--- src/hdl/gpr_pkg.sv ---
/*
 * gpr package
 * register widths, architectural indices, operand size codes and
 * the bank type shared by the register file blocks
 */
`default_nettype none

package gpr_pkg;

    // ------------------------------------------------------------------
    // widths
    // ------------------------------------------------------------------
    localparam int GPR_W   = 32;
    localparam int NUM_GPR = 8;

    typedef logic [GPR_W-1:0] gpr_word_t;

    // architectural order: eax ecx edx ebx esp ebp esi edi
    typedef logic [2:0] gpr_idx_t;

    // operand size code, 3 is not a legal size
    typedef enum logic [1:0] {
        SIZE_32   = 2'd0,
        SIZE_16   = 2'd1,
        SIZE_8    = 2'd2,
        SIZE_NONE = 2'd3
    } opsize_e;

    // whole architectural state, word i is register i
    typedef logic [NUM_GPR-1:0][GPR_W-1:0] gpr_bank_t;

    // ------------------------------------------------------------------
    // registers with dedicated load paths
    // ------------------------------------------------------------------
    localparam gpr_idx_t IDX_ESP = 3'd4;
    localparam gpr_idx_t IDX_ESI = 3'd6;
    localparam gpr_idx_t IDX_EDI = 3'd7;

endpackage

`default_nettype wire

--- src/hdl/gpr_update_if.sv ---
/*
 * register update interface
 * per-register load enables and load words from the write merge
 * stage to the register bank
 */
`timescale 1ns/100ps
`default_nettype none

interface gpr_update_if;

    import gpr_pkg::*;

    // one enable per architectural register
    logic [NUM_GPR-1:0] load_en;

    // word i is only meaningful while load_en[i] is high
    gpr_bank_t load_data;

    // merge stage drives the requests
    modport source (
        output load_en,
        output load_data
    );

    // bank takes every request, no back-pressure
    modport sink (
        input load_en,
        input load_data
    );

endinterface

`default_nettype wire

--- src/hdl/gpr_write_merge.sv ---
/*
 * write merge stage
 * turns the sized writeback, the esi/edi string loads and the esp
 * stack write into one load request per register
 */
`timescale 1ns/100ps
`default_nettype none

module gpr_write_merge (
    input  wire gpr_pkg::gpr_idx_t  writeback_reg,
    input  wire                     writeback_en,
    input  wire gpr_pkg::opsize_e   writeback_size,
    input  wire gpr_pkg::gpr_word_t writeback_data,
    input  wire gpr_pkg::gpr_word_t esi_data,
    input  wire                     esi_en,
    input  wire gpr_pkg::gpr_word_t edi_data,
    input  wire                     edi_en,
    input  wire gpr_pkg::gpr_word_t write_esp,
    input  wire                     write_esp_enable,
    input  wire gpr_pkg::gpr_bank_t regs,
    gpr_update_if.source            upd
);

    import gpr_pkg::*;

    gpr_idx_t           wb_target;
    logic               wb_high_byte;
    logic               wb_valid;
    gpr_word_t          wb_word;
    logic [NUM_GPR-1:0] wb_load;

    // ------------------------------------------------------------------
    // writeback target
    // ------------------------------------------------------------------
    // 8-bit index 4..7 folds onto ah/ch/dh/bh of registers 0..3
    always_comb begin
        wb_target    = writeback_reg;
        wb_high_byte = 1'b0;
        wb_valid     = writeback_en;
        if (writeback_size == SIZE_8) begin
            wb_target    = {1'b0, writeback_reg[1:0]};
            wb_high_byte = writeback_reg[2];
        end else if (writeback_size == SIZE_NONE) begin
            wb_valid = 1'b0;
        end
    end

    // merge new data into the untouched bytes of the target
    always_comb begin
        wb_word = regs[wb_target];
        case (writeback_size)
            SIZE_32: wb_word = writeback_data;
            SIZE_16: wb_word[15:0] = writeback_data[15:0];
            SIZE_8: begin
                if (wb_high_byte) begin
                    wb_word[15:8] = writeback_data[7:0];
                end else begin
                    wb_word[7:0] = writeback_data[7:0];
                end
            end
            default: wb_word = regs[wb_target];
        endcase
    end

    // one-hot decode of the writeback target
    always_comb begin
        for (int i = 0; i < NUM_GPR; i++) begin
            wb_load[i] = wb_valid && (wb_target == gpr_idx_t'(i));
        end
    end

    // ------------------------------------------------------------------
    // priority between load sources
    // ------------------------------------------------------------------
    always_comb begin
        upd.load_en = wb_load;
        for (int i = 0; i < NUM_GPR; i++) begin
            upd.load_data[i] = wb_word;
        end

        // stack write loads esp unless writeback targets it too
        upd.load_en[IDX_ESP] = wb_load[IDX_ESP] | write_esp_enable;
        if (!wb_load[IDX_ESP]) begin
            upd.load_data[IDX_ESP] = write_esp;
        end

        // string loads win over writeback, each on its own enable
        if (esi_en) begin
            upd.load_en[IDX_ESI]   = 1'b1;
            upd.load_data[IDX_ESI] = esi_data;
        end
        if (edi_en) begin
            upd.load_en[IDX_EDI]   = 1'b1;
            upd.load_data[IDX_EDI] = edi_data;
        end
    end

endmodule

`default_nettype wire

--- src/hdl/gpr_bank.sv ---
/*
 * register bank
 * the eight architectural registers, cleared by reset and loaded
 * one word at a time from the update interface
 */
`timescale 1ns/100ps
`default_nettype none

module gpr_bank (
    input  wire                     clk,
    input  wire                     rst_n,
    gpr_update_if.sink              upd,
    output gpr_pkg::gpr_bank_t      regs
);

    import gpr_pkg::*;

    // ------------------------------------------------------------------
    // state
    // ------------------------------------------------------------------
    // asynchronous clear, then one load per enabled register
    always_ff @(posedge clk or negedge rst_n) begin
        if (!rst_n) begin
            regs <= '0;
        end else begin
            for (int i = 0; i < NUM_GPR; i++) begin
                // each register has its own enable
                if (upd.load_en[i]) begin
                    regs[i] <= upd.load_data[i];
                end
            end
        end
    end

endmodule

`default_nettype wire

--- src/hdl/gpr_read_port.sv ---
/*
 * operand read port
 * combinational sized read of one register with x86 byte aliasing,
 * result zero-extended to the full word
 */
`timescale 1ns/100ps
`default_nettype none

module gpr_read_port (
    input  wire gpr_pkg::gpr_idx_t  sel,
    input  wire gpr_pkg::opsize_e   size,
    input  wire gpr_pkg::gpr_bank_t regs,
    output gpr_pkg::gpr_word_t      value
);

    import gpr_pkg::*;

    gpr_idx_t  byte_reg;
    gpr_word_t full_word;
    gpr_word_t byte_word;

    // 8-bit index 4..7 maps to bits 15:8 of registers 0..3
    assign byte_reg  = {1'b0, sel[1:0]};
    assign full_word = regs[sel];
    assign byte_word = regs[byte_reg];

    always_comb begin
        case (size)
            SIZE_32: value = full_word;
            SIZE_16: value = GPR_W'(full_word[15:0]);
            SIZE_8: begin
                if (sel[2]) begin
                    value = GPR_W'(byte_word[15:8]);
                end else begin
                    value = GPR_W'(byte_word[7:0]);
                end
            end
            // size code 3 reads as zero
            default: value = '0;
        endcase
    end

endmodule

`default_nettype wire

--- src/hdl/gpr_file_top.sv ---
/*
 * general-purpose register file
 * write merge stage and register bank with two sized operand
 * read ports, one clock write latency and no read bypass
 */
`timescale 1ns/100ps
`default_nettype none

module gpr_file_top (
    input  wire                     clk,
    input  wire                     rst_n,

    // operand reads
    input  wire gpr_pkg::opsize_e   register_size,
    input  wire gpr_pkg::gpr_idx_t  op_1,
    output gpr_pkg::gpr_word_t      op_1_value,
    input  wire gpr_pkg::gpr_idx_t  op_2,
    output gpr_pkg::gpr_word_t      op_2_value,

    // writeback
    input  wire gpr_pkg::gpr_idx_t  writeback_reg,
    input  wire                     writeback_en,
    input  wire gpr_pkg::opsize_e   writeback_size,
    input  wire gpr_pkg::gpr_word_t writeback_data,

    // string moves and stack
    input  wire gpr_pkg::gpr_word_t esi_data,
    input  wire                     esi_en,
    input  wire gpr_pkg::gpr_word_t edi_data,
    input  wire                     edi_en,
    input  wire gpr_pkg::gpr_word_t write_esp,
    input  wire                     write_esp_enable
);

    import gpr_pkg::*;

    gpr_bank_t regs;

    gpr_update_if upd_if ();

    // ------------------------------------------------------------------
    // write path
    // ------------------------------------------------------------------
    gpr_write_merge u_merge (
        .writeback_reg    (writeback_reg),
        .writeback_en     (writeback_en),
        .writeback_size   (writeback_size),
        .writeback_data   (writeback_data),
        .esi_data         (esi_data),
        .esi_en           (esi_en),
        .edi_data         (edi_data),
        .edi_en           (edi_en),
        .write_esp        (write_esp),
        .write_esp_enable (write_esp_enable),
        .regs             (regs),
        .upd              (upd_if.source)
    );

    gpr_bank u_bank (
        .clk   (clk),
        .rst_n (rst_n),
        .upd   (upd_if.sink),
        .regs  (regs)
    );

    // ------------------------------------------------------------------
    // read path
    // ------------------------------------------------------------------
    // both operands share one size
    gpr_read_port u_rd1 (
        .sel   (op_1),
        .size  (register_size),
        .regs  (regs),
        .value (op_1_value)
    );

    gpr_read_port u_rd2 (
        .sel   (op_2),
        .size  (register_size),
        .regs  (regs),
        .value (op_2_value)
    );

endmodule

`default_nettype wire

--- config.mk ---
export PLATFORM = sky130hd
export DESIGN_NAME = gpr_file_top
export DESIGN_NICKNAME = d
export VERILOG_FILES = /design/src/hdl/gpr_pkg.sv /design/src/hdl/gpr_update_if.sv /design/src/hdl/gpr_write_merge.sv /design/src/hdl/gpr_bank.sv /design/src/hdl/gpr_read_port.sv /design/src/hdl/gpr_file_top.sv
export SDC_FILE = /design/constraint.sdc
export NUM_CORES = 1
export LEC_CHECK = 0
export BUFFER_PORTS_ARGS = -buffer_cell sky130_fd_sc_hd__buf_4
export CORE_UTILIZATION = 51
export DETAILED_ROUTE_END_ITERATION = 10
export PLACE_DENSITY = 0.75
export RECOVER_POWER = 100
export SETUP_SLACK_MARGIN = 0.02
export SYNTH_ARGS = -nofsm -noshare
export SYNTH_HDL_FRONTEND = slang
export SYNTH_SLANG_ARGS = --single-unit
--- constraint.sdc ---
create_clock -name clk -period 2.65 [get_ports clk]
set_clock_uncertainty 0.2 [all_clocks]
set_input_delay 0.53 -clock clk [delete_from_list [all_inputs] [get_ports clk]]
set_output_delay 0.53 -clock clk [all_outputs]
set_load 0.05 [all_outputs]
### Word level (Yosys, flattened, before mapping)

Cells that the tools add are included.

| storage, ports and cells | value |
|---|---|
| bits in registers | 256 |
| bits of input ports | 147 |
| output and inout port bits | 64 |
| word-level logic and storage cells | 65 |

| operators by class | value |
|---|---|
| order comparisons | 5 |
| eq/ne operators | 12 |
| multiplexer cells | 27 |
| bitwise gates (word level) | 1 |
| reductions and logical operators | 12 |

Operators by type and width:

| cell | count |
|---|---|
| binary-select mux 32 bit (select 3 bit) | 3 |
| two-way mux 32 bit | 6 |
| case mux 32 bit (3 select lines) | 2 |
| binary-select mux 32 bit (select 2 bit) | 2 |
| two-way mux 16 bit | 3 |
| two-way mux 8 bit | 4 |
| case mux 16 bit (2 select lines) | 1 |
| equality test 3 bit, second input constant | 4 |
| less-than comparator 3 x 4 -> 1 bit, second input constant | 3 |
| logical AND 1 bit | 8 |
| less-than comparator 2 x 4 -> 1 bit, second input constant | 2 |
| equality test 2 bit, second input constant | 3 |
| equality test 3 x 2 -> 1 bit, second input constant | 2 |
| two-way mux 1 bit | 5 |
| equality test 2 x 1 -> 1 bit, second input constant | 2 |
| logical NOT 2 bit | 2 |
| equality test 3 x 1 -> 1 bit, second input constant | 1 |
| logical NOT 3 bit | 1 |
| two-way mux 3 bit | 1 |
| OR reduction 2 bit | 1 |
| bitwise OR 1 bit | 1 |

### Longest topological paths before layout

Gate-level depths: netlist of run 1.

| depth | value |
|---|---|
| depth after elaboration | 7 |
| depth in mapped cells | 9 |
| depth with buffers taken out | 4 |

### Modules after synthesis

From an unflattened synthesis of run 1, not the netlist that was laid out.

| second synthesis, totals | value |
|---|---|
| cells, all modules | 1511 |
| area total of the unflattened synthesis | 20358.3 µm² |

By module, submodules not included:

| module | times used | cells each | area each (µm²) | sequential area each (µm²) |
|---|---|---|---|---|
| gpr_bank | 1 | 544 | 10760.3 | 6406.1 |
| gpr_write_merge | 1 | 599 | 4888.4 | 0.0 |
| gpr_read_port | 2 | 184 | 2354.8 | 0.0 |

### Least setup slack after synthesis of run 1

Ideal clock, no wire load.

| path | value |
|---|---|
| path type | input to output |
| start point | in op_1[0] |
| end point | out op_1_value[4] |
| arrival time | 2365 ps |
| data required time | 1920 ps |
| path slack | -445 ps |
| cell stages on the path | 5 |
| path buffers | 2 |
| path through | clkbuf_1 > buf_2 > mux4_2 > mux2i_1 > a21oi_1 |

| on the way | value |
|---|---|
| word-level cells in the longest chain between the ends | 4 |
| elaborated cells between the ends (all ways) | 6 |
| classes of those cells | 6 x mux |

Ends and longest elaborated chain:

| item | RTL line | source |
|---|---|---|
| start: declaration | gpr_file_top.sv:15 | `input wire gpr_pkg::gpr_idx_t op_1,` |
| binary-select mux 32 bit (select 2 bit) | gpr_read_port.sv:25 | `assign byte_word = regs[byte_reg];` |
| two-way mux 16 bit (implied by the code) | gpr_read_port.sv:25 |  |
| two-way mux 8 bit | gpr_read_port.sv:32 | `if (sel[2]) begin` |
| case mux 32 bit (3 select lines) (*) | gpr_read_port.sv:28 | `case (size)` |
| end: declaration | gpr_file_top.sv:16 | `output gpr_pkg::gpr_word_t op_1_value,` |

Every way passes the cells marked *; elsewhere a longest branch is shown, timed or not. The select of a mux whose other input is x is not followed.

### Worst setup path after layout of run 1

| path | value |
|---|---|
| start point | reg u_bank.regs[109] (netlist bit) |
| end point | out op_1_value[5] |

| on the way | value |
|---|---|
| word-level cells in the longest chain between the ends | 4 |

Ends and longest elaborated chain:

| item | RTL line | source |
|---|---|---|
| start: declaration | gpr_bank.sv:13 | `output gpr_pkg::gpr_bank_t regs` |
| start signal: indexed assignment | gpr_bank.sv:29 | `regs[i] <= upd.load_data[i];` |
| binary-select mux 32 bit (select 2 bit) | gpr_read_port.sv:25 |  |
| two-way mux 16 bit (implied by the code) | gpr_read_port.sv:25 |  |
| two-way mux 8 bit | gpr_read_port.sv:32 |  |
| case mux 32 bit (3 select lines) | gpr_read_port.sv:28 |  |

No other way between the ends. The select of a mux whose other input is x is not followed.

==> flow_summary.json, run 1 <==
{
  "clkTransAtPathRegs_ps": 70,
  "largest_reg_flops": 256,
  "cts_tree": "built",
  "die_y_um": 187,
  "r2r_end": "u_bank.regs[167]",
  "synth_area_leaders": "dfrtp_1 (37%), mux4_2 (23%), mux2i_1 (5.2%)",
  "layout.nets": 2001,
  "slew_violations": 59,
  "reg2regPathDepth": 5,
  "hold_viol": 0,
  "synth_most_common_cell": "dfrtp_1",
  "power.density_nw_per_um2": 658,
  "hpwlAfterDp_mm": 39.1,
  "grt_pass1_vias": 16124,
  "cts_max_path_buffers": 3,
  "post-route-period-util": 1.05,
  "setup_ws_ps": -141,
  "fin_util": 0.683,
  "synth.top_cell.area_share": 0.368,
  "synth_fp_nets": 1693,
  "h-tree-depth": 1,
  "synthArstFlopShare": 1.00,
  "critPathCaptureType": "output pin",
  "syn_to_final_growth_pct": 31.6,
  "pre_cts_slack_ps": -196,
  "criticalPathCategory": "register to output pin",
  "grt_pass1_wl_mm": 94.1,
  "clock.fmax_mhz": 358,
  "track_usage": 0.351,
  "diodes": 0,
  "top_register": "u_bank.regs",
  "fin_crit_ps": 2790,
  "wl_mm": 62.4,
  "die_x_um": 187,
  "tightest_slew_ps": 1620,
  "worst-path-max-fanout": 3,
  "min_to": "u_bank.regs[219]",
  "synth_cell_types": 42,
  "finalSetupViolations": 40,
  "ys_seq_elements": 256,
  "yosysTopAreaCell": "dfrtp_1",
  "min_path_cells": 3,
  "synthCells": 1546,
  "hp-class": "primary input to register",
  "finalWeightedCongestion": 0.900,
  "synth-main-ff-cell": "dfrtp_1",
  "core-area_um2": 33500,
  "rsz0062_at_grt": "true",
  "crit_arrival_ps": 2060,
  "violations": "max-capacitance violations, max-slew violations, negative setup slack",
  "pin_count": 211,
  "drtPass1Iterations": 7,
  "tns_ps": -2460,
  "yosys-top-cells-count": "dfrtp_1 (256), nand2_1 (212), mux4_2 (181), o21ai_0 (140), clkbuf_1 (108)",
  "clock_latency_ps": 580,
  "start_util": 0.519,
  "fill_cells": 2323,
  "dieArea_um2": 34900,
  "slew_headroom": -0.0816,
  "crit_required_ps": 1920,
  "fp-row-count": 67,
  "vias": 16029,
  "timing.rr.start": "u_bank.regs[39]",
  "grt_max_degree": 81,
  "antenna_found_initial": 1,
  "synth_edf_count": 0,
  "ir_worst_vdd_mv": 0.542,
  "initialDrtViolationCount": 2168,
  "hold_start": "esi_data[27]",
  "ant_nets": 0,
  "synth_area_um2": 17400,
  "root_buffer": "clkbuf_16",
  "reg2reg_slack_ps": 240,
  "drive_above_1_share": 0.418,
  "cp-start-kind": "register",
  "portBuffers": 210,
  "ys_warn_count": 0,
  "fin_total_pwr_w": 0.0151,
  "drc": 0,
  "avgRoutedWirePerCell_um": 26.8,
  "grt_overflow": 0,
  "leakage_nw": 9.84,
  "reg_top3": "u_bank.regs: 256 flops",
  "drv_cap": 1,
  "numClockSinks": 256,
  "ys_seq_area_frac": 0.368,
  "status": "finished with violations",
  "cts_buffers": 29,
  "avgViaCountPerCell": 6.89,
  "avgSynthCellArea_um2": 11.3
}
==> where the power goes <==
part	internal [W]	switching, W
logic	0.00272	0.00264
clock network	0.00243	0.00172
registers	0.00471	0.000843
==> through the flow <==
stage	cells	cell area [um2]	hold WS, ps
finish	2325	22900	7.03
detailed placement	2190	20900	309
global route	2325	22900	14.6
floorplan	1546	18000	34.4
global placement	2190	20900	292
CTS	2303	22900	1.32
==> cells by family after synthesis <==
logic type | after synthesis | share of synthesized area
muxes | 322 | 0.329
AOI/OAI and AO/OA | 406 | 0.158
buffers and inverters | 169 | 0.0432
and+or+nand+nor | 393 | 0.102
DFF | 256 | 0.368
==> per-layer routing <==
layer / up-vias / wire, um / global-route usage
met2: 1193 / 29400 / 0.554
met5: - / 11 / 0
met4: 2 / 3590 / 0.181
met3: 278 / 6650 / 0.0696
li1: 6550 / - / -
met1: 8006 / 22800 / 0.462
==> cell usage in the layout, fill, tap and decap left out, types with 35 or more instances in the layout <==
| master | Yosys | routed |
|---|---|---|
| mux4_2 | 181 | 181 |
| buf_6 | 7 | 55 |
| nand2_1 | 212 | 197 |
| dfrtp_1 | 256 | 256 |
| mux2_2 | 40 | 40 |
| o21ai_0 | 140 | 134 |
| mux2i_1 | 90 | 73 |
| buf_4 | 2 | 269 |
| nor2b_1 | 58 | 58 |
| dlygate4sd3_1 | 0 | 35 |
==> final cells by class <==
type / count / area (um2) / share of cell area
clock inverters: 10 / 109 / 0.00476
flip-flops and latches: 256 / 6410 / 0.280
clock buffers: 44 / 862 / 0.0377
inverters: 9 / 33.8 / 0.00148
repair buffers: 437 / 3910 / 0.171
multi-input cells: 1121 / 11000 / 0.481
well taps: 448 / 561 / 0.0245
==> worst max-delay path, stage by stage (launching register included) <==
cell     delay (ps)
dfrtp_1         410
mux4_2          520
buf_6           150
mux2i_4         160
a21oi_4          80
buf_6           160
==> repair_timing <==
action | CTS | global route
gates cloned | 5 | 1
setup buffers | 19 | 22
resized for setup | 97 | 47
hold buffers | 35 | 0
setup endpoints to repair | 56 | 59
pin swaps | 8 | 10
endpoints found under the hold margin | 87 | 0
==> worst max-delay path by stage <==
stage	start	end	slack, ps	cells after the start
floorplan	register_size[1]	op_1_value[21]	-60	5
global placement	op_1[0]	op_1_value[14]	-230	7
detailed placement	op_1[0]	op_1_value[14]	-200	7
CTS	u_bank.regs[78]	op_1_value[14]	-170	5
global route	u_bank.regs[109]	op_1_value[5]	-180	5
finish	u_bank.regs[109]	op_1_value[5]	-140	5
(Power assumes the default switching activity.)
==> run 2: changes to the inputs <==
--- a/config.mk
+++ b/config.mk
@@ -5,9 +5,11 @@
 export SDC_FILE = /design/constraint.sdc
 export NUM_CORES = 1
 export LEC_CHECK = 0
+export ABC_AREA = 1
 export BUFFER_PORTS_ARGS = -buffer_cell sky130_fd_sc_hd__buf_4
 export CORE_UTILIZATION = 51
 export DETAILED_ROUTE_END_ITERATION = 10
+export MAX_ROUTING_LAYER = met4
 export PLACE_DENSITY = 0.75
 export RECOVER_POWER = 100
 export SETUP_SLACK_MARGIN = 0.02
==> run 2 against run 1 <==
  * The run ends with negative setup slack left
  * Sequential power down 4.1%
  * Non-clock buffer count down 32
  * Clock power up 15%
  * Highest routed layer is now met4
  * Cell count up 55%
  * Sequential share of layout area down 0.60 points
==> flow_summary.json, run 2 <==
{
  "critPathCaptureType": "output pin",
  "p_clk_frac": 0.319,
  "fin_util": 0.678,
  "slew_headroom": 0.0554,
  "swShare": 0.385,
  "synth_area_um2": 17900,
  "status": "finished with violations",
  "layout.nets": 3275,
  "drive_above_1_share": 0.198,
  "avgRoutedWirePerCell_um": 23.8,
  "clkTransAtPathRegs_ps": 70,
  "min_path_cells": 5,
  "core-area_um2": 34500,
  "grt_max_degree": 79,
  "crit_arrival_ps": 1990,
  "finalWeightedCongestion": 1.04,
  "final_common_cell": "nand2_1",
  "grt_pass1_vias": 20875,
  "max_stage_delay_ps": 410,
  "fin_crit_ps": 2720,
  "drtPass1Iterations": 9,
  "track_usage": 0.478,
  "root_buffer": "clkbuf_16",
  "avgSynthCellArea_um2": 6.20,
  "rsz0062_at_grt": "true",
  "ys_seq_elements": 256,
  "start_util": 0.519,
  "clock.fmax_mhz": 368,
  "vias": 22494,
  "violations": "negative setup slack",
  "synthArstFlopShare": 1.00,
  "slew_violations": 0,
  "critPathSlowestCell": "dfrtp_1",
  "dieArea_um2": 35900,
  "cts_max_path_buffers": 3,
  "reg2regPathDepth": 8,
  "crit_top_cell": "a21oi_2",
  "die_x_um": 190,
  "avgViaCountPerCell": 6.23,
  "synth_most_common_cell": "nand2_1",
  "initialDrtViolationCount": 3318,
  "combPwrFrac": 0.326,
  "top_register": "u_bank.regs",
  "hp-class": "primary input to register",
  "hpwlAfterDp_mm": 58.5,
  "worstSetupStartpoint": "u_bank.regs[43]",
  "crit_required_ps": 1920,
  "grt_pass1_wl_mm": 126,
  "final_cell_mix": "nand2_1 (1021), buf_4 (279), o21ai_0 (262), inv_1 (262)",
  "yosys-top-cells-count": "nand2_1 (1023), a21oi_1 (303), o21ai_0 (301), inv_1 (275), dfrtp_1 (256)",
  "grt_overflow": 0,
  "portBuffers": 210,
  "synth_area_leaders": "dfrtp_1 (36%), nand2_1 (21%), a21oi_1 (8.5%)",
  "clock_latency_ps": 620,
  "cp-start-kind": "register",
  "power.density_nw_per_um2": 640,
  "hold_viol": 0,
  "dpl.cell_count": 3513,
  "cts_buffers": 31,
  "pre_cts_slack_ps": -61.3,
  "synth_cell_types": 27,
  "power.switching_w": 0.00577,
  "final_cells": 3609,
  "synthCells": 2891,
  "post-route-period-util": 1.03,
  "pin_count": 211,
  "worst-path-max-fanout": 3,
  "seqPwrFrac": 0.355,
  "dpl-instance-area_um2": 21600,
  "min_to": "u_bank.regs[192]",
  "ant_nets": 0,
  "fin_total_pwr_w": 0.0150,
  "largest_reg_flops": 256,
  "p_int_w": 0.00921,
  "timing.rr.start": "u_bank.regs[98]",
  "finalSetupViolations": 8,
  "setup_ws_ps": -67.0,
  "wl_mm": 85.8,
  "drc": 0,
  "h-tree-depth": 1,
  "syn_to_final_growth_pct": 30.6,
  "reg_top3": "u_bank.regs: 256 flops",
  "r2r_end": "u_bank.regs[98]",
  "fp-row-count": 68,
  "ys_seq_area_frac": 0.357,
  "synth_fp_nets": 3038,
  "synth.top_cell.area_share": 0.357,
  "tightest_slew_ps": 1420,
  "ir_worst_vdd_mv": 0.612,
  "leakage_nw": 11.4,
  "synth_edf_count": 0,
  "die_y_um": 190,
  "fin_area_um2": 23400,
  "path_cells": "o21ai_2 > a21oi_2 > a21oi_2 > buf_4 > nand2_1 > nand2_1 > a21oi_2 > buf_6",
  "antenna_found_initial": 2,
  "reg2reg_slack_ps": 680,
  "cts_tree": "built",
  "hold_start": "esi_data[0]",
  "synth-main-ff-cell": "dfrtp_1",
  "yosysTopAreaCell": "dfrtp_1",
  "drv_cap": 0,
  "criticalPathCategory": "register to output pin",
  "fill_cells": 3091,
  "numClockSinks": 256,
  "ys_warn_count": 0
}
==> run 2: worst max path at each step <==
stage / end / cells after the start
5_1_grt: op_1_value[3] / 8
4_1_cts: op_2_value[2] / 8
3_5_place_dp: op_1_value[1] / 9
6_report: op_1_value[3] / 8
2_1_floorplan: op_2_value[11] / 8
3_3_place_gp: op_1_value[1] / 9
==> run 2: worst max-delay path: cells and delay by family (launching register included) <==
kind / cells / cell delay [ps]
AO/OA/AOI/OAI: 4 / 450
flip-flops: 1 / 410
buffers and inverters: 2 / 340
AND/OR/NAND/NOR: 2 / 170
==> run 2: layout make-up <==
cell class | count | area (um2) | share of cell area
Antenna cell | 2 | 5.00 | 0.000214
Clock buffer | 39 | 846 | 0.0361
Clock inverter | 18 | 273 | 0.0116
Inverter | 292 | 1100 | 0.0469
Multi-Input combinational cell | 2142 | 10500 | 0.448
Sequential cell | 256 | 6410 | 0.274
Tap cell | 455 | 569 | 0.0243
Timing Repair Buffer | 405 | 3730 | 0.159
==> run 2: metal layers <==
| metal | vias to the layer above | share of wire | track usage |
|---|---|---|---|
| met4 | 0 | 0.060 | 0.229 |
| li1 | 9827 | - | - |
| met1 | 10376 | 0.38 | 0.632 |
| met3 | 410 | 0.14 | 0.121 |
| met5 | - | 0 | - |
| met2 | 1881 | 0.42 | 0.681 |
==> run 2: logic make-up after synthesis <==
| group | after synthesis | share of synthesized area |
|---|---|---|
| AND/OR/NAND/NOR | 1420 | 0.322 |
| buffers and inverters | 493 | 0.107 |
| flip-flops | 256 | 0.357 |
| AO/OA/AOI/OAI | 722 | 0.213 |
==> run 2: power by group through the flow <==
stage               Sequential [W]  Clock (W)  Combinational [W]
detailed placement         0.00532          0            0.00437
global placement           0.00530          0            0.00428
finish                     0.00532    0.00477            0.00488
global route               0.00537    0.00491            0.00526
floorplan                  0.00511          0            0.00283
CTS                        0.00525    0.00477            0.00458
==> run 2: timing repair <==
item | in CTS | in global routing
buffers inserted | 12 | 21
cloned | 0 | 5
pin swaps | 19 | 53
hold buffers | 3 | 0
gates resized for setup | 82 | 161
endpoints found under the hold margin | 198 | 0
endpoints found under the setup margin | 31 | 61
==> run 2: metrics by stage <==
step                TNS, ps  hold WS (ps)
floorplan             -1680          34.4
global placement       -161           204
detailed placement     -124           208
CTS                   -48.5          14.0
global route           -714          37.9
finish                 -198          25.6
